## src/dbg_settings.svh

```systemverilog
// ------------------------------
// Build settings of the debug block
// DBG_NUM_BKPT must stay within 1 to 4
// Offsets are byte offsets in an 8-bit register space
// ------------------------------
`ifndef DBG_SETTINGS_SVH
`define DBG_SETTINGS_SVH

// Comparators present in the breakpoint unit
`define DBG_NUM_BKPT 4

// ------------------------------
// Register map

// Debug control and status
`define DBG_OFS_DCSR 8'h00
// Running-cycle counter
`define DBG_OFS_DCYC 8'h04
// Breakpoint control
`define DBG_OFS_BPCTRL 8'h08
// Comparator n sits at this plus 4n
`define DBG_OFS_BPCOMP0 8'h10

// Needed in bits 31:16 of every DCSR write
`define DBG_DCSR_KEY 16'hA05F

`endif

```

## src/dbg_pkg.sv

```systemverilog
// ------------------------------
// Shared types of the debug block
// Register addresses carry the low byte of the host address only
// No response codes, every access answers OKAY
// ------------------------------
package dbg_pkg;

   typedef logic [31:0] dbg_word_t;       // Bus and register word
   typedef logic [29:0] dbg_faddr_t;      // Fetch word address, bits 31:2
   typedef logic [7:0]  dbg_reg_addr_t;   // Register byte offset
   typedef logic [4:0]  bpu_sel_t;        // [4] control, [3:0] comparators

   // Halt controller states
   typedef enum logic [1:0] {
      dbg_run    = 2'd0,
      dbg_halted = 2'd1,
      dbg_step   = 2'd2
   } dbg_state_e;

   // One instruction-address comparator
   typedef struct packed {
      logic [1:0]  bp_match;   // [1] upper, [0] lower half-word
      logic [26:0] comp;       // Word address bits 28:2
   } bpu_comp_t;

   // Register access out of the bus slave
   typedef struct packed {
      bpu_sel_t  sel;          // Breakpoint select, read or write
      logic      bpu_wr;       // sel belongs to a write
      logic      dcsr_wr;      // DCSR write strobe
      logic      dcyc_wr;      // DCYC write strobe
      dbg_word_t wdata;
   } dbg_reg_req_t;

   // Host-driven AXI4-Lite signals
   typedef struct packed {
      logic          awvalid;
      dbg_reg_addr_t awaddr;
      logic          wvalid;
      dbg_word_t     wdata;
      logic [3:0]    wstrb;
      logic          bready;
      logic          arvalid;
      dbg_reg_addr_t araddr;
      logic          rready;
   } axil_req_t;

   // Slave-driven AXI4-Lite signals
   typedef struct packed {
      logic      awready;
      logic      wready;
      logic      bvalid;
      logic      arready;
      logic      rvalid;
      dbg_word_t rdata;
   } axil_rsp_t;

endpackage

```

## src/dbg_axil_regs.sv

```systemverilog
// ------------------------------
// AXI4-Lite slave for the debug register map
// AW and W must be presented together, one access at a time per channel
// Partial strobes complete OKAY but write nothing
// A write accept holds off a read accept for that cycle
// ------------------------------
`timescale 1ns/1ns
`include "dbg_settings.svh"

module dbg_axil_regs (
   input  logic                  dclk,
   input  logic                  dbg_reset_n,
   input  dbg_pkg::axil_req_t    axil_req_i,
   output dbg_pkg::axil_rsp_t    axil_rsp_o,
   output dbg_pkg::dbg_reg_req_t reg_req_o,
   input  dbg_pkg::dbg_word_t    bpu_rdata_i,
   input  dbg_pkg::dbg_word_t    dcsr_rdata_i,
   input  dbg_pkg::dbg_word_t    dcyc_rdata_i
);

   // ------------------------------
   // Breakpoint register decode

   // Offset to one-hot select, absent comparators never hit
   function automatic dbg_pkg::bpu_sel_t bpu_decode(input dbg_pkg::dbg_reg_addr_t ofs);
      dbg_pkg::bpu_sel_t sel;
      sel = '0;
      if (ofs == `DBG_OFS_BPCTRL) begin
         sel[4] = 1'b1;
      end
      for (int n = 0; n < `DBG_NUM_BKPT; n++) begin
         if (ofs == dbg_pkg::dbg_reg_addr_t'(`DBG_OFS_BPCOMP0 + 4 * n)) begin
            sel[n] = 1'b1;
         end
      end
      return sel;
   endfunction

   logic               bvalid_q;     // Write response pending
   logic               rvalid_q;     // Read data pending
   dbg_pkg::dbg_word_t rdata_q;
   logic               wr_acc;       // Write handshake this cycle
   logic               wr_en;        // Handshake with all strobes set
   logic               rd_acc;       // Read handshake this cycle
   dbg_pkg::bpu_sel_t  wr_sel;
   dbg_pkg::bpu_sel_t  rd_sel;
   dbg_pkg::dbg_word_t rd_word;      // Read mux out

   assign wr_acc = axil_req_i.awvalid & axil_req_i.wvalid & ~bvalid_q;
   assign wr_en  = wr_acc & (&axil_req_i.wstrb);
   assign rd_acc = axil_req_i.arvalid & ~rvalid_q & ~wr_acc;   // Write first

   assign wr_sel = bpu_decode(axil_req_i.awaddr);
   assign rd_sel = bpu_decode(axil_req_i.araddr);

   // ------------------------------
   // Register port

   always_comb begin
      reg_req_o       = '0;
      reg_req_o.wdata = axil_req_i.wdata;
      if (wr_en) begin
         reg_req_o.sel     = wr_sel;
         reg_req_o.bpu_wr  = |wr_sel;
         reg_req_o.dcsr_wr = (axil_req_i.awaddr == `DBG_OFS_DCSR);
         reg_req_o.dcyc_wr = (axil_req_i.awaddr == `DBG_OFS_DCYC);
      end else if (rd_acc) begin
         reg_req_o.sel = rd_sel;              // Steers BPU read data
      end
   end

   // Read source by offset
   always_comb begin
      rd_word = '0;                           // Unmapped reads as zero
      if (axil_req_i.araddr == `DBG_OFS_DCSR) begin
         rd_word = dcsr_rdata_i;
      end else if (axil_req_i.araddr == `DBG_OFS_DCYC) begin
         rd_word = dcyc_rdata_i;
      end else if (|rd_sel) begin
         rd_word = bpu_rdata_i;
      end
   end

   // ------------------------------
   // Response state

   always_ff @(posedge dclk or negedge dbg_reset_n) begin
      if (!dbg_reset_n) begin
         bvalid_q <= 1'b0;
         rvalid_q <= 1'b0;
      end else begin
         if (wr_acc) begin
            bvalid_q <= 1'b1;
         end else if (axil_req_i.bready) begin
            bvalid_q <= 1'b0;                 // Taken by host
         end
         if (rd_acc) begin
            rvalid_q <= 1'b1;
         end else if (axil_req_i.rready) begin
            rvalid_q <= 1'b0;
         end
      end
   end

   // Read data held until taken
   always_ff @(posedge dclk) begin
      if (rd_acc) begin
         rdata_q <= rd_word;
      end
   end

   always_comb begin
      axil_rsp_o.awready = wr_acc;
      axil_rsp_o.wready  = wr_acc;
      axil_rsp_o.bvalid  = bvalid_q;
      axil_rsp_o.arready = rd_acc;
      axil_rsp_o.rvalid  = rvalid_q;
      axil_rsp_o.rdata   = rdata_q;
   end

endmodule

```

## src/dbg_bpu.sv

```systemverilog
// ------------------------------
// Breakpoint unit, half-word match on instruction fetches
// Only fetches below 0x2000_0000 can match
// Control writes need the key in bit 1
// All comparator state resets to zero
// ------------------------------
`timescale 1ns/1ns
`include "dbg_settings.svh"

module dbg_bpu (
   input  logic                  dclk,
   input  logic                  dbg_reset_n,
   input  dbg_pkg::dbg_reg_req_t reg_req_i,
   input  dbg_pkg::dbg_faddr_t   fetch_addr_i,
   input  logic                  fetch_adv_i,
   input  logic                  debugen_i,
   output dbg_pkg::dbg_word_t    rdata_o,
   output logic [1:0]            match_o
);

   localparam int NB = `DBG_NUM_BKPT;

   logic               bpu_en_q;            // Master enable
   logic [NB-1:0]      comp_en_q;           // Per comparator enable
   dbg_pkg::bpu_comp_t comp_q [NB];
   logic [1:0]         match_q;
   logic               ctrl_wr;
   logic [NB-1:0]      comp_wr;
   dbg_pkg::bpu_comp_t comp_nxt;
   logic               fetch_code;          // Fetch in code region
   logic [1:0]         match_any;           // OR of all comparators
   dbg_pkg::dbg_word_t ctrl_word;

   // ------------------------------
   // Write decode

   assign ctrl_wr  = reg_req_i.bpu_wr & reg_req_i.sel[4] & reg_req_i.wdata[1];
   assign comp_wr  = {NB{reg_req_i.bpu_wr}} & reg_req_i.sel[NB-1:0];
   assign comp_nxt = {reg_req_i.wdata[31:30], reg_req_i.wdata[28:2]};

   always_ff @(posedge dclk or negedge dbg_reset_n) begin
      if (!dbg_reset_n) begin
         bpu_en_q  <= 1'b0;
         comp_en_q <= '0;
         for (int n = 0; n < NB; n++) begin
            comp_q[n] <= '0;
         end
      end else begin
         if (ctrl_wr) begin
            bpu_en_q <= reg_req_i.wdata[0];
         end
         for (int n = 0; n < NB; n++) begin
            if (comp_wr[n]) begin
               comp_en_q[n] <= reg_req_i.wdata[0];
               comp_q[n]    <= comp_nxt;
            end
         end
      end
   end

   // ------------------------------
   // Match logic

   assign fetch_code = (fetch_addr_i[29:27] == 3'b000);   // Address bits 31:29

   always_comb begin
      match_any = 2'b00;
      for (int n = 0; n < NB; n++) begin
         // Word hit gives the half-words the comparator asks for
         if (comp_en_q[n] && (fetch_addr_i[26:0] == comp_q[n].comp)) begin
            match_any = match_any | comp_q[n].bp_match;
         end
      end
   end

   // Frozen while the core stalls
   always_ff @(posedge dclk or negedge dbg_reset_n) begin
      if (!dbg_reset_n) begin
         match_q <= 2'b00;
      end else if (fetch_adv_i) begin
         match_q <= {2{debugen_i & bpu_en_q & fetch_code}} & match_any;
      end
   end

   assign match_o = match_q;

   // ------------------------------
   // Read data

   assign ctrl_word = {24'd0,          // Reserved
                       4'(NB),         // Comparator count
                       3'd0,           // Key reads zero
                       bpu_en_q};

   always_comb begin
      rdata_o = '0;
      if (reg_req_i.sel[4]) begin
         rdata_o = ctrl_word;
      end
      for (int n = 0; n < NB; n++) begin
         if (reg_req_i.sel[n]) begin
            rdata_o = {comp_q[n].bp_match,   // 31:30
                       1'b0,
                       comp_q[n].comp,       // 28:2
                       1'b0,
                       comp_en_q[n]};
         end
      end
   end

endmodule

```

## src/dbg_halt_ctrl.sv

```systemverilog
// ------------------------------
// Halt controller, run, halted and single step
// DCSR writes without the key are dropped whole
// Each matched fetch can halt only once
// ------------------------------
`timescale 1ns/1ns
`include "dbg_settings.svh"

module dbg_halt_ctrl (
   input  logic                  dclk,
   input  logic                  dbg_reset_n,
   input  dbg_pkg::dbg_reg_req_t reg_req_i,
   input  logic [1:0]            match_i,
   input  logic                  fetch_adv_i,
   output logic                  debugen_o,
   output dbg_pkg::dbg_state_e   state_o,
   output logic                  halt_o,
   output dbg_pkg::dbg_word_t    dcsr_rdata_o
);

   dbg_pkg::dbg_state_e state_q;
   logic                debugen_q;
   logic                bkpt_rsn_q;     // Halted on breakpoint
   logic                step_rsn_q;     // Halted after step
   logic                adv_q;          // match_i is fresh
   logic                dcsr_wr;        // Keyed write
   logic                halt_req;
   logic                step_req;
   logic                resume_req;
   logic                bkpt_hit;

   assign dcsr_wr    = reg_req_i.dcsr_wr & (reg_req_i.wdata[31:16] == `DBG_DCSR_KEY);
   assign halt_req   = dcsr_wr & reg_req_i.wdata[1] & reg_req_i.wdata[0];  // New debugen
   assign step_req   = dcsr_wr & reg_req_i.wdata[2];
   assign resume_req = dcsr_wr & reg_req_i.wdata[3];
   assign bkpt_hit   = debugen_q & adv_q & (|match_i);

   // ------------------------------
   // FSM and DCSR state

   always_ff @(posedge dclk or negedge dbg_reset_n) begin
      if (!dbg_reset_n) begin
         state_q    <= dbg_pkg::dbg_run;
         debugen_q  <= 1'b0;
         bkpt_rsn_q <= 1'b0;
         step_rsn_q <= 1'b0;
         adv_q      <= 1'b0;
      end else begin
         adv_q <= fetch_adv_i;
         if (dcsr_wr) begin
            debugen_q <= reg_req_i.wdata[0];
         end
         case (state_q)
            dbg_pkg::dbg_run: begin
               if (halt_req) begin
                  state_q <= dbg_pkg::dbg_halted;   // Host request, no reason bit
               end else if (bkpt_hit) begin
                  state_q    <= dbg_pkg::dbg_halted;
                  bkpt_rsn_q <= 1'b1;
               end
            end
            dbg_pkg::dbg_halted: begin
               if (resume_req || step_req) begin
                  bkpt_rsn_q <= 1'b0;
                  step_rsn_q <= 1'b0;
               end
               // Resume wins over step
               if (resume_req) begin
                  state_q <= dbg_pkg::dbg_run;
               end else if (step_req) begin
                  state_q <= dbg_pkg::dbg_step;
               end
            end
            dbg_pkg::dbg_step: begin
               if (resume_req) begin
                  state_q <= dbg_pkg::dbg_run;
               end else if (fetch_adv_i) begin
                  state_q    <= dbg_pkg::dbg_halted;   // One fetch done
                  step_rsn_q <= 1'b1;
               end
            end
            default: state_q <= dbg_pkg::dbg_run;
         endcase
      end
   end

   assign state_o   = state_q;
   assign halt_o    = (state_q == dbg_pkg::dbg_halted);
   assign debugen_o = debugen_q;

   assign dcsr_rdata_o = {13'd0,
                          step_rsn_q,    // 18
                          bkpt_rsn_q,    // 17
                          halt_o,        // 16
                          15'd0,
                          debugen_q};    // 0

endmodule

```

## src/dbg_cycle_counter.sv

```systemverilog
// ------------------------------
// Running-cycle counter
// Counts advanced cycles outside halted, wraps at 2^32
// Any DCYC write clears it
// ------------------------------
`timescale 1ns/1ns

module dbg_cycle_counter (
   input  logic                  dclk,
   input  logic                  dbg_reset_n,
   input  dbg_pkg::dbg_reg_req_t reg_req_i,
   input  logic                  fetch_adv_i,
   input  dbg_pkg::dbg_state_e   state_i,
   output dbg_pkg::dbg_word_t    count_o
);

   dbg_pkg::dbg_word_t count_q;
   logic               count_en;      // Core moved and not halted

   assign count_en = fetch_adv_i & (state_i != dbg_pkg::dbg_halted);

   always_ff @(posedge dclk or negedge dbg_reset_n) begin
      if (!dbg_reset_n) begin
         count_q <= '0;
      end else if (reg_req_i.dcyc_wr) begin
         count_q <= '0;               // Host clear, data ignored
      end else if (count_en) begin
         count_q <= count_q + 32'd1;
      end
   end

   assign count_o = count_q;

endmodule

```

## src/dbg_top.sv

```systemverilog
// ------------------------------
// Debug block top level
// Host side is AXI4-Lite, core side is fetch address and advance
// halt_o and match_o are registered
// ------------------------------
`timescale 1ns/1ns

module dbg_top (
   input  logic                dclk,
   input  logic                dbg_reset_n,
   input  dbg_pkg::axil_req_t  axil_req_i,
   output dbg_pkg::axil_rsp_t  axil_rsp_o,
   input  dbg_pkg::dbg_faddr_t fetch_addr_i,
   input  logic                fetch_adv_i,
   output logic                halt_o,
   output logic [1:0]          match_o
);

   dbg_pkg::dbg_reg_req_t reg_req;      // Slave to register owners
   dbg_pkg::dbg_word_t    bpu_rdata;
   dbg_pkg::dbg_word_t    dcsr_rdata;
   dbg_pkg::dbg_word_t    dcyc_rdata;
   dbg_pkg::dbg_state_e   state;
   logic                  debugen;

   // ------------------------------
   // Bus slave
   dbg_axil_regs u_regs (
      .dclk         (dclk),
      .dbg_reset_n  (dbg_reset_n),
      .axil_req_i   (axil_req_i),
      .axil_rsp_o   (axil_rsp_o),
      .reg_req_o    (reg_req),
      .bpu_rdata_i  (bpu_rdata),
      .dcsr_rdata_i (dcsr_rdata),
      .dcyc_rdata_i (dcyc_rdata)
   );

   dbg_bpu u_bpu (
      .dclk         (dclk),
      .dbg_reset_n  (dbg_reset_n),
      .reg_req_i    (reg_req),
      .fetch_addr_i (fetch_addr_i),
      .fetch_adv_i  (fetch_adv_i),
      .debugen_i    (debugen),
      .rdata_o      (bpu_rdata),
      .match_o      (match_o)
   );

   // Match flags feed the halt FSM
   dbg_halt_ctrl u_halt (
      .dclk         (dclk),
      .dbg_reset_n  (dbg_reset_n),
      .reg_req_i    (reg_req),
      .match_i      (match_o),
      .fetch_adv_i  (fetch_adv_i),
      .debugen_o    (debugen),
      .state_o      (state),
      .halt_o       (halt_o),
      .dcsr_rdata_o (dcsr_rdata)
   );

   dbg_cycle_counter u_cyc (
      .dclk         (dclk),
      .dbg_reset_n  (dbg_reset_n),
      .reg_req_i    (reg_req),
      .fetch_adv_i  (fetch_adv_i),
      .state_i      (state),
      .count_o      (dcyc_rdata)
   );

endmodule

```

## config.mk

```make
export PLATFORM = sky130hd
export DESIGN_NAME = dbg_top
export DESIGN_NICKNAME = d
export VERILOG_FILES = /design/src/dbg_pkg.sv /design/src/dbg_axil_regs.sv /design/src/dbg_bpu.sv /design/src/dbg_halt_ctrl.sv /design/src/dbg_cycle_counter.sv /design/src/dbg_top.sv
export VERILOG_INCLUDE_DIRS = /design/src
export SDC_FILE = /design/constraint.sdc
export NUM_CORES = 1
export LEC_CHECK = 0
export BUFFER_PORTS_ARGS = -buffer_cell sky130_fd_sc_hd__buf_2
export CORE_MARGIN = 5
export CORE_UTILIZATION = 60
export CTS_CLUSTER_DIAMETER = 60
export DETAILED_ROUTE_END_ITERATION = 8
export MAX_ROUTING_LAYER = met4
export PLACE_DENSITY = 0.82
export SKIP_LAST_GASP = 1
export SLEW_MARGIN = 20
export SYNTH_ARGS = -nofsm -noshare
export SYNTH_HDL_FRONTEND = slang
export SYNTH_HIERARCHICAL = 1
export SYNTH_SLANG_ARGS = --single-unit
export TNS_END_PERCENT = 5
```

## constraint.sdc

```tcl
create_clock -name dclk -period 3.6 [get_ports dclk]
set_input_delay 0.36 -clock dclk [delete_from_list [all_inputs] [get_ports dclk]]
set_output_delay 0.36 -clock dclk [all_outputs]
set_load 0.1 [all_outputs]
```

* Word-level counts from Yosys, hierarchy flattened
Cells that the tools add are included.
Storage, ports and cells: word-level logic and storage cells 144, bits of input ports 90, bits in registers 195
Operators by class: reductions and logical operators 21, $add $sub $neg 1, eq/ne operators 28, muxes and demuxes 45, bitwise logic cells 25
Operator list (count):
- $mux 32 | 8
- $eq 27x27->1 | 4
- $eq 8x5->1 const B | 8
- $add 32x1->32 const B | 1
- $mux 2 | 10
- $mux 1 | 19
- $mux 19 | 1
- $and 1x1->1 | 17
- $eq 16x16->1 const B | 1
- $eq 8x3->1 const B | 2
- $eq 8x4->1 const B | 2
- $logic_not 8->1 | 2
- $reduce_and 4->1 | 3
- $mux 5 | 2
- $reduce_bool 2->1 | 5
- $reduce_or 5->1 | 2
- $mux 7 | 1
- $ne 2x1->1 const B | 3
- $ne 2x2->1 const B | 3
- $ne 3x1->1 const B | 2
- $or 2x2->2 | 3
- $pmux 2 s3 | 1
- $and 4x4->4 | 1
- $logic_and 1x1->1 | 4
- 12 further kinds | 15

* Depth between registers and ports, before layout
Gate-level depths: netlist (run 1).
depth after elaboration 14, gate-level depth with buffers 14, depth with buffers taken out 12

* By module
Netlist (run 1), hierarchy kept.
Modules (own cells, without submodules):
- dbg_bpu | times used 1, area each 6800.3 um^2, sequential area each 3078.0 um^2, cells an instance 631
- dbg_axil_regs | times used 1, area each 2636.3 um^2, sequential area each 1011.0 um^2, cells an instance 268
- dbg_cycle_counter | times used 1, area each 1839.3 um^2, sequential area each 800.8 um^2, cells an instance 195
- dbg_halt_ctrl | times used 1, area each 643.1 um^2, sequential area each 150.1 um^2, cells an instance 73

* Worst setup path before layout (run 1)
Ideal clock, no wire load.
path type in2reg, start in axil_req_i[8] (netlist bit), end reg u_regs.rdata_q[13] (data pin), slack 984 ps, stages on the path 13, required time 3451 ps, arrival 2468 ps, buffers on the path 3, cell sequence nor3_2 -> buf_2 -> nand4_1 -> o22ai_1 -> nor2b_1 -> buf_2 -> buf_2 -> a22oi_1 -> nor2_1 -> a21oi_1 -> o21ai_0 -> o2111ai_1 -> a2bb2oi_1
RTL lines:
- from (decl) | RTL line dbg_top.sv:11 | input dbg_pkg::axil_req_t axil_req_i,
- to (signal assigned) | RTL line dbg_axil_regs.sv:108 | rdata_q <= rd_word;
- to (decl) | RTL line dbg_axil_regs.sv:41 | dbg_pkg::dbg_word_t rdata_q;

==> out/metrics.csv, run 1 <==
metric,value,unit
Cell Rows,51,
hold_buf cts,0,
period utilization,88.7,%
# IOs,130,
CP dominant cell by count,buf_4,
Final min period,3190,ps
via count,9705,
Area Overhead vs Synth,7.98,%
Pleak,5.63,nW
status,"finished, violations left",
Syn Area/Cell,10.2,sq um
clock buffer depth,2,
Post-synth EDFFs,32,
worst-path cell chain,nand3b_1 > inv_1 > nand4_1 > o22ai_1 > buf_4 > nor2b_2 > buf_4 > a22oi_1 > nor2_1 > a21oi_1 > o21ai_0 > o2111ai_1 > a2bb2oi_1,
Pwr Total,0.00481,W
Synth Register Bits,195,
clock sink count,195,
final setup vio count,0,
Multi-input gate area,6010,sq um
routed length per instance,23.4,um
Crit path largest cell delay,380,ps
root buf cell,clkbuf_16,
Yosys cell types,61,
worst hold margin,-32.7,ps
reg2reg start,u_regs/bvalid_q$_DFFE_PN0P_,
Reg-to-Reg End,u_regs/rdata_q[7]$_DFFE_PN_,
max cap viols,0,
Ys Warns,6,
Register Area,5040,sq um
crit end category,register,
Die X,151,um
Die H,151,um
DR DRC count,0,
# H-tree levels,4,
RSZ-0062 raised after global routing,false,
worst vdd ir,343,uV
cells after synthesis,1167,
CTS tree,done,
Worst Hold Class,in -> async,
area of the mapped netlist,11900,sq um
number of port buffers,129,
gr busiest metal,met2,
CTS buffer count,17,
initial core utilization,61.0,%
HPWL after DPL,24400,um
CP required,3880,ps
Max Slew Vio Count,0,
worst rel slew slack,25.0,%
final hold viol count,5,
final instance area,12900,sq um
failing checks,negative hold slack,
Congestion Overflow GR,0,
crit path kind,reg -> reg,
fin nets,1290,
Post-Route WL,34700,um
Antenna Nets Post-Route,0,
drt first-iter violations,1228,
CP arrival,3480,ps
CP Capture Point,u_regs/rdata_q[7]$_DFFE_PN_,
dpl cell area,12300,sq um
"Core Util, Final",65.9,%
crit path launch type,register,
post-CTS setup buffers,0,
clock latency on the worst-skew pair,450,ps
GP Congestion,1.00,
sequential area share after synthesis,42.3,%
die area,22800,sq um
grt met1 use,41.3,%
ys flop type,dfrtp_1,
Max Fclk,0.313,GHz
CP Max Fanout,26,
number of vias per cell,6.57,
grt met3 use,7.57,%
Worst Clk Skew,16.3,ps
share of cells above drive strength 1,28.1,%
largest net degree at the start of global routing,91,
Worst-Margin Slew,1120,ps
cells on worst reg2reg path,13,
Final TNS setup,0,ps
met2 Resource Use GR,47.5,%
ys async rst share,83.6,%
first-pass GRT wire length,52600,um
initial antenna violation count,2,
filler cell count,1552,
vias in the first global route,9318,
pwr dens,374,nW/um^2
Total GRT Usage,31.2,%
post-cts sizing count,0,
core area,19500,sq um
DRT Pass-1 Iters,6,
clk slew on worst S/H paths,70,ps
origin of the worst setup path,u_regs/bvalid_q$_DFFE_PN0P_,
register-to-register setup slack,410,ps
Slowest cell on crit path,dfrtp_1,
## power breakdown
group / leakage [nW] / internal, W / switching [W]
Clock: 0.292 / 0.00101 / 0.000917
Sequential: 2.57 / 0.00227 / 0.0000141
Combinational: 2.76 / 0.000130 / 0.000469
Total: 5.63 / 0.00341 / 0.00140
## cell families (layout without fill, tap and decap cells)
group / after synthesis / count (layout) / share of synthesized area, %
other cells: 2 / 31 / 0.0630
buf+inv: 180 / 197 / 8.74
mux: 131 / 131 / 12.4
simple gates: 332 / 332 / 15.9
xor+xnor: 116 / 116 / 8.52
compound gates: 210 / 210 / 12.0
flops: 195 / 195 / 42.3
fa+ha+maj: 1 / 1 / 0.105
## worst min path at each step
stage | slack (ps) | from | cells past startpoint | to
after floorplan | 60 | dbg_reset_n | 0 | u_bpu/bpu_en_q$_DFFE_PN0P_
after global placement | 490 | u_bpu/comp_q[56]$_DFFE_PN0P_ | 1 | u_bpu/match_o[0]$_DFFE_PN0P_
after detailed placement | 500 | u_bpu/comp_q[56]$_DFFE_PN0P_ | 1 | u_bpu/match_o[0]$_DFFE_PN0P_
after CTS | 40 | dbg_reset_n | 1 | u_bpu/comp_q[23]$_DFFE_PN0P_
after global routing | 60 | dbg_reset_n | 1 | u_cyc/count_o[13]$_DFFE_PN0P_
final | -30 | dbg_reset_n | 1 | u_cyc/count_o[13]$_DFFE_PN0P_
## stage by stage
step / worst slack (ps) / instances
after CTS: 431 / 1477
after floorplan: 984 / 1195
after global routing: 205 / 1478
final: 406 / 1478
after global placement: 584 / 1445
after detailed placement: 502 / 1445
## cells in the final DEF (no fill, tap or decap), types with 3 or more instances in the layout
cell type  instances
xnor2_1          100
nor3_1             3
xor2_1            16
nor4b_2            3
o2111ai_1         34
and3_1             8
and4_1             7
a2bb2oi_1         32
nand2b_1          34
inv_6              3
o21ai_1           14
nand2_1           53
or4_1             11
a22oi_1           26
nor2_1            58
mux2_2           129
or3_1              4
buf_2            128
nand3_2            3
inv_1             12
nand3b_1           3
nor4_1            17
nand3_1           51
o31ai_1           11
edfxtp_1          32
clkbuf_16         19
and2_1             5
conb_1            30
a21oi_1           55
o21ai_0           24
dfrtp_1          163
nor2b_1           12
buf_4             23
nand4_1           42
inv_8              4
## Yosys cell counts (7+ instances only)
cell type  number  area share (%)
xor2_1         16             1.2
nand4_1        42             2.2
nand2_1        53             1.7
and3_1          8            0.42
and4_1          7            0.51
buf_2          26             1.1
clkbuf_1       61             1.9
o21ai_1        14            0.59
dfrtp_1       163              34
nor2_1         59             1.9
inv_1          12            0.38
o2111ai_1      34             2.5
nand2b_1       34             1.8
buf_4          71             4.5
a2bb2oi_1      32             2.4
nand3_1        51             2.1
edfxtp_1       32             8.1
mux2_2        129              12
o21ai_0        24             1.0
or4_1          11            0.69
nor2b_1        14            0.73
a21oi_1        55             2.3
a22oi_1        26             1.6
buf_6           9            0.85
xnor2_1       100             7.3
nor4_1         17            0.89
o31ai_1        11            0.69
## state kept, by name, summed over array words and instances (netlist names)
register / flops
u_bpu/bpu_en_q: 1
u_bpu/comp_en_q: 4
u_bpu/comp_q: 116
u_bpu/match_o: 2
u_cyc/count_o: 32
u_halt/adv_q: 1
u_halt/bkpt_rsn_q: 1
u_halt/debugen_o: 1
u_halt/state_o: 2
u_halt/step_rsn_q: 1
u_regs/bvalid_q: 1
u_regs/rdata_q: 32
u_regs/rvalid_q: 1
## final cells by class
class	count	share of cell area, %
inverters	12	0.350
clock inverters	12	0.797
multi-input cells	820	46.7
diodes	1	0.0194
well taps	265	2.58
flip-flops and latches	195	39.2
repair buffers	153	6.56
clock buffers	20	3.80
## worst max-delay path: cells and delay by family, from the launching register on
family                 cells  cell delay [ps]
AO/OA/AOI/OAI              6             1150
buffers and inverters      3              670
flip-flops                 1              380
AND/OR/NAND/NOR            4              810
## metal layers
metal | vias to the layer above | share of wire, % | routed length, um
met2 | 663 | 46 | 15900
met5 | - | 0 | 0
met4 | 0 | 3.8 | 1310
met1 | 4720 | 39 | 13700
li1 | 4193 | - | -
met3 | 129 | 11 | 3750
Power figures use the tool's default switching activity.
==> inputs of run 2 (changes only) <==
Settings changed: PLACE_DENSITY 0.82 to 0.81.
==> out/metrics.csv, run 2 (same netlist as run 1, synthesis figures left out) <==
metric,value,unit,change
status,completed,,
Top reg by flops,u_bpu/comp_q,,
Post-Route WL,34800,um,+0.33%
Multi-input gate area,6010,sq um,unchanged
fin nets,1291,,+0.078%
die area,22800,sq um,unchanged
dpl ws,485,ps,-17.5 ps
Cell Rows,51,,unchanged
routed length per instance,23.5,um,+0.26%
CTS buffer count,17,,unchanged
clock latency on the worst-skew pair,450,ps,about the same
via count,9594,,-1.1%
CP Max Fanout,26,,unchanged
Pwr Total,0.00466,W,-3.2%
# H-tree levels,4,,unchanged
"most common cell after layout, fill and taps aside",dfrtp_1,,
initial antenna violation count,1,,-1
GP Congestion,0.983,,-1.8%
Register Area,5040,sq um,unchanged
vias in the first global route,9302,,-0.17%
Antenna Nets Post-Route,0,,unchanged
CTS tree,done,,
Final TNS setup,0,ps,unchanged
worst rel slew slack,46.0,%,+21 points
pwr dens,363,nW/um^2,-2.9%
share of cells above drive strength 1,28.0,%,-0.11 points
Worst Hold Class,in -> reg,,
DR DRC count,0,,unchanged
number of port buffers,129,,unchanged
clock buffer depth,2,,unchanged
crit path launch type,register,,
CP arrival,3520,ps,+40 ps
Worst-Margin Slew,802,ps,-317 ps
Max Fclk,0.310,GHz,-0.92%
core area,19500,sq um,unchanged
number of vias per cell,6.49,,-1.2%
Die H,151,um,unchanged
RSZ-0062 raised after global routing,false,,
CP required,3890,ps,about the same
Cells after DPL,1445,,unchanged
Largest register FFs,116,,unchanged
Max Slew Vio Count,0,,unchanged
Worst Clk Skew,14.5,ps,-1.75 ps
"leading cell types in the layout, fill and taps excluded","dfrtp_1, mux2_2, buf_2",,
Final min period,3220,ps,+29.5 ps
max cap viols,0,,unchanged
"crit path setup slack, layout",377,ps,-29.5 ps
clock sink count,195,,unchanged
first-pass GRT wire length,53200,um,+1.2%
Post-Layout Cell Count,1479,,+0.068%
worst vdd ir,337,uV,-1.7%
filler cell count,1513,,-2.5%
# IOs,130,,unchanged
DRT Pass-1 Iters,6,,unchanged
clk slew on worst S/H paths,80,ps,about the same
final hold viol count,0,,-5
worst hold margin,84.5,ps,+117 ps
root buf cell,clkbuf_16,,
initial core utilization,61.0,%,unchanged
Area Overhead vs Synth,7.65,%,
crit end category,register,,
drt first-iter violations,1326,,+8.0%
Die X,151,um,unchanged
largest net degree at the start of global routing,73,,-20%
Pleak,5.61,nW,-0.30%
HPWL after DPL,24600,um,+0.47%
crit path kind,reg -> reg,,
Congestion Overflow GR,0,,unchanged
period utilization,89.5,%,+0.82 points
final setup vio count,0,,unchanged
Total GRT Usage,31.7,%,+0.48 points
[run 2: final cells by class]
cell class | instances | area share, %
Antenna cell | 1 | 0.0195
Inverter | 12 | 0.351
Timing Repair Buffer | 154 | 6.76
Multi-Input combinational cell | 820 | 46.9
Tap cell | 265 | 2.58
Clock inverter | 14 | 0.790
Clock buffer | 18 | 3.34
Sequential cell | 195 | 39.3
[run 2: power by group]
group / internal (W) / total [W] / leakage, nW / switching [W]
clock: 0.000891 / 0.00178 / 0.266 / 0.000885
combinational: 0.000132 / 0.000594 / 2.77 / 0.000462
sequential: 0.00227 / 0.00229 / 2.57 / 0.0000159
total: 0.00330 / 0.00466 / 5.61 / 0.00136
[run 2: path summary, 6_finish.rpt]
path | start | end | slack, ps | cells after the start
min in group asynchronous | dbg_reset_n | u_cyc/count_o[13]$_DFFE_PN0P_ | 480 | 2
min | axil_req_i[0] | u_regs/rvalid_q$_DFFE_PN0P_ | 80 | 2
max in group asynchronous | dbg_reset_n | u_bpu/comp_q[2]$_DFFE_PN0P_ | 2250 | 3
min reg2reg | u_bpu/comp_q[56]$_DFFE_PN0P_ | u_bpu/match_o[0]$_DFFE_PN0P_ | 510 | 1
max reg2reg | u_regs/bvalid_q$_DFFE_PN0P_ | u_regs/rdata_q[4]$_DFFE_PN_ | 380 | 14
max | u_regs/bvalid_q$_DFFE_PN0P_ | u_regs/rdata_q[4]$_DFFE_PN_ | 380 | 14
[run 2: metrics by stage]
step           utilization (%)  instance area (sq um)
6_report                  65.7                  12800
5_1_grt                   65.7                  12800
4_1_cts                   65.7                  12800
3_5_place_dp              62.9                  12300
3_3_place_gp              62.9                  12300
2_1_floorplan                -                  12000
[run 2: what timing repair did]
item,in CTS,in global routing
hold endpoints to repair,69,0
hold buffers,1,0
resized for setup,0,0
setup buffers,0,0
setup endpoints to repair,0,0
[run 2: routing by layer]
layer / track usage [%] / vias to the layer above / part of all wire [%] / routed length, um
li1: - / 4185 / - / -
met1: 42.1 / 4662 / 39 / 13600
met2: 47.9 / 626 / 46 / 15900
met3: 6.64 / 121 / 11 / 3670
met4: 12.6 / 0 / 4.4 / 1520
met5: - / - / 0 / 0
[run 2: worst max-delay path, stage by stage, from the launching register on]
cell       delay, ps
dfrtp_1          390
nand3b_1         290
inv_1            140
nand4_1          160
buf_4            220
o22ai_1          140
buf_4            180
nor2b_2          150
buf_4            350
a22oi_1          110
nor2_1           120
a21oi_1           50
o21ai_0          360
o2111ai_1        200
a2bb2oi_1        200
==> inputs of run 3 (changes only) <==
Settings changed: ABC_AREA set to 1, CTS_CLUSTER_SIZE set to 16, SLEW_MARGIN 20 to not set.
==> out/metrics.csv, run 3 <==
metric,value,unit,change
pwr dens,381,nW/um^2,+5.0%
ys flop type,dfrtp_1,,
core area,20000,sq um,+2.6%
largest net degree at the start of global routing,106,,+45%
final hold viol count,0,,unchanged
"most common cell after layout, fill and taps aside",nand2_1,,
post-CTS setup buffers,0,,unchanged
register-to-register setup slack,650,ps,+270 ps
# H-tree levels,4,,unchanged
# IOs,130,,unchanged
"crit path setup slack, layout",648,ps,+272 ps
switch share,29.2,%,-0.10 points
clock sink count,195,,unchanged
reg2reg start,u_regs/bvalid_q$_DFFE_PN0P_,,
filler cell count,1807,,+19%
Post-Route WL,34500,um,-0.87%
via count,11200,,+16%
Reg-to-Reg End,u_regs/rdata_q[19]$_DFFE_PN_,,
clock buffer depth,2,,unchanged
wl on met1,14300,um,+5.2%
top cell type's share of synthesized area,33.6,%,-0.58 points
cells on worst reg2reg path,11,,-3
"leading cell types in the layout, fill and taps excluded","nand2_1, dfrtp_1, nor2_1",,
DR DRC count,0,,unchanged
crit end category,register,,
crit path launch type,register,,
ranking of synthesized cells by area,"dfrtp_1, nand2_1, edfxtp_1",,
Antenna Nets Post-Route,0,,unchanged
Ys Warns,6,,unchanged
RSZ-0062 raised after global routing,false,,
fin nets,1830,,+42%
drt first-iter violations,1112,,-16%
Crit path largest cell delay,490,ps,+100 ps
die area,23100,sq um,+1.6%
met2 WL,16300,um,+2.5%
Flop pwr share,47.8,%,-1.3 points
HPWL after DPL,24900,um,+1.3%
Slowest cell on crit path,o31ai_1,,
Die H,152,um,+0.80%
post-cts sizing count,0,,unchanged
most frequent cell after synthesis,nand2_1,,
DRT Pass-1 Iters,6,,unchanged
hold_buf cts,0,,-1
Worst Hold Class,in -> async,,
CTS tree,done,,
Post-Layout Cell Count,2023,,+37%
initial antenna violation count,1,,unchanged
max cap viols,0,,unchanged
dpl ws,694,ps,+209 ps
final setup vio count,0,,unchanged
first-pass GRT wire length,55100,um,+3.5%
Largest register FFs,116,,unchanged
Int Pwr,0.00353,W,+7.2%
initial core utilization,60.5,%,-0.54 points
Congestion Overflow GR,0,,unchanged
Syn Area/Cell,7.20,sq um,-29%
area of the mapped netlist,12100,sq um,+1.7%
cells after synthesis,1683,,+44%
Cells after DPL,1990,,+38%
vias in the first global route,10500,,+13%
sequential area share after synthesis,41.6,%,-0.72 points
Clk network pwr share,38.6,%,+0.5 points
DR WL met3,2920,um,-20%
worst-path cell chain,nor2_2 > nor2_4 > buf_4 > nand3_1 > nand2_1 > inv_1 > buf_4 > nor2_1 > o31ai_1 > nand2_1 > nand3_1,,
Area Overhead vs Synth,7.95,%,
Max Used Layer,met4,,
GP Congestion,0.948,,-3.6%
Max Slew Vio Count,0,,unchanged
Top reg by flops,u_bpu/comp_q,,
CP arrival,3250,ps,-270 ps
Gate power share,13.5,%,+0.7 points
CP Max Fanout,19,,-27%
Worst-Margin Slew,1020,ps,+215 ps
"top cells by count, synth","nand2_1, nor2_1, dfrtp_1",,
ys async rst share,83.6,%,unchanged
CP required,3890,ps,about the same
clock latency on the worst-skew pair,440,ps,about the same
Die X,152,um,+0.80%
worst vdd ir,314,uV,-7.0%
Synth Register Bits,195,,unchanged
Final TNS setup,0,ps,unchanged
Total GRT Usage,30.2,%,-1.5 points
worst rel slew slack,32.2,%,-14 points
number of vias per cell,5.52,,-15%
Psw,0.00146,W,+6.7%
clk slew on worst S/H paths,70,ps,about the same
status,completed,,
period utilization,82.0,%,-7.5 points
crit path kind,reg -> reg,,
Cell Rows,52,,+2.0%
Final min period,2950,ps,-272 ps
Yosys top cell by area,dfrtp_1,,
share of cells above drive strength 1,13.8,%,-14 points
Worst Clk Skew,11.7,ps,-2.80 ps
number of port buffers,129,,unchanged
routed length per instance,17.0,um,-28%
Max Fclk,0.339,GHz,+9.2%
Pleak,6.26,nW,+12%
Yosys cell types,47,,-23%
Post-synth EDFFs,32,,unchanged
CTS buffer count,17,,unchanged
root buf cell,clkbuf_16,,
==> run 3: cell count changes after synthesis, sizes merged, moves of 29 or more <==
cell | previous run | this run
a21oi | 55 | 23
a221oi | 0 | 29
a2bb2oi | 32 | 0
inv | 12 | 173
mux2 | 130 | 1
nand2 | 53 | 571
nand2b | 34 | 0
nand3 | 55 | 93
nand4 | 44 | 14
nor2 | 59 | 184
o2111ai | 34 | 0
o21ai | 38 | 150
xnor2 | 100 | 32
==> run 3: how the worst max path moves through the flow <==
| stage | from | endpoint | slack [ps] |
|---|---|---|---|
| after detailed placement | axil_req_i[47] | u_regs/rdata_q[19]$_DFFE_PN_ | 690 |
| after global routing | u_regs/bvalid_q$_DFFE_PN0P_ | u_regs/rdata_q[19]$_DFFE_PN_ | 590 |
| after global placement | axil_req_i[56] | u_regs/rdata_q[19]$_DFFE_PN_ | 760 |
| final | u_regs/bvalid_q$_DFFE_PN0P_ | u_regs/rdata_q[19]$_DFFE_PN_ | 650 |
| after CTS | u_regs/bvalid_q$_DFFE_PN0P_ | u_regs/rdata_q[19]$_DFFE_PN_ | 690 |
| after floorplan | axil_req_i[56] | u_regs/rdata_q[4]$_DFFE_PN_ | 560 |
==> run 3: layout make-up <==
class	instances	area [sq um]	area share [%]
timing repair buffer	146	779	5.96
multi-input combinational	1198	5660	43.3
antenna	1	2.50	0.0191
clock buffer	22	497	3.80
sequential	195	5040	38.5
clock inverter	10	91.3	0.698
inverter	181	679	5.19
tap	270	338	2.58
==> run 3: worst max-delay path: cells and delay by family (launching register included) <==
kind / cells / cell delay [ps]
buf+inv: 3 / 1060
simple gates: 7 / 830
flops: 1 / 410
compound gates: 1 / 490
==> run 3: cells by family after synthesis <==
logic type | Yosys count | share of synthesized area, %
mux | 2 | 0.175
flops | 195 | 41.6
other cells | 2 | 0.0619
xor+xnor | 41 | 2.96
fa+ha+maj | 1 | 0.103
buf+inv | 318 | 12.8
compound gates | 239 | 11.7
simple gates | 885 | 30.7
==> run 3: per-layer routing <==
| metal | track usage [%] | vias to the layer above |
|---|---|---|
| met4 | 8.48 | 0 |
| met1 | 40.5 | 5176 |
| met2 | 47.5 | 564 |
| li1 | - | 5368 |
| met3 | 5.68 | 69 |
| met5 | - | - |
==> run 3: metrics by stage <==
stage | hold slack [ps] | power [W] | cell area (sq um) | util, %
after floorplan | 64.4 | 0.00292 | 12200 | -
after global placement | 469 | 0.00308 | 12500 | 62.4
after detailed placement | 476 | 0.00309 | 12500 | 62.4
after CTS | 80.7 | 0.00500 | 13100 | 65.3
after global routing | 99.8 | 0.00517 | 13100 | 65.3
final | 7.72 | 0.00499 | 13100 | 65.3
==> run 3: power groups by stage <==
stage | sequential, W | clock [W] | combinational [W]
floorplan | 0.00256 | 0 | 0.000356
global placement | 0.00242 | 0 | 0.000658
detailed placement | 0.00242 | 0 | 0.000669
CTS | 0.00238 | 0.00195 | 0.000672
global route | 0.00239 | 0.00205 | 0.000730
finish | 0.00239 | 0.00193 | 0.000676
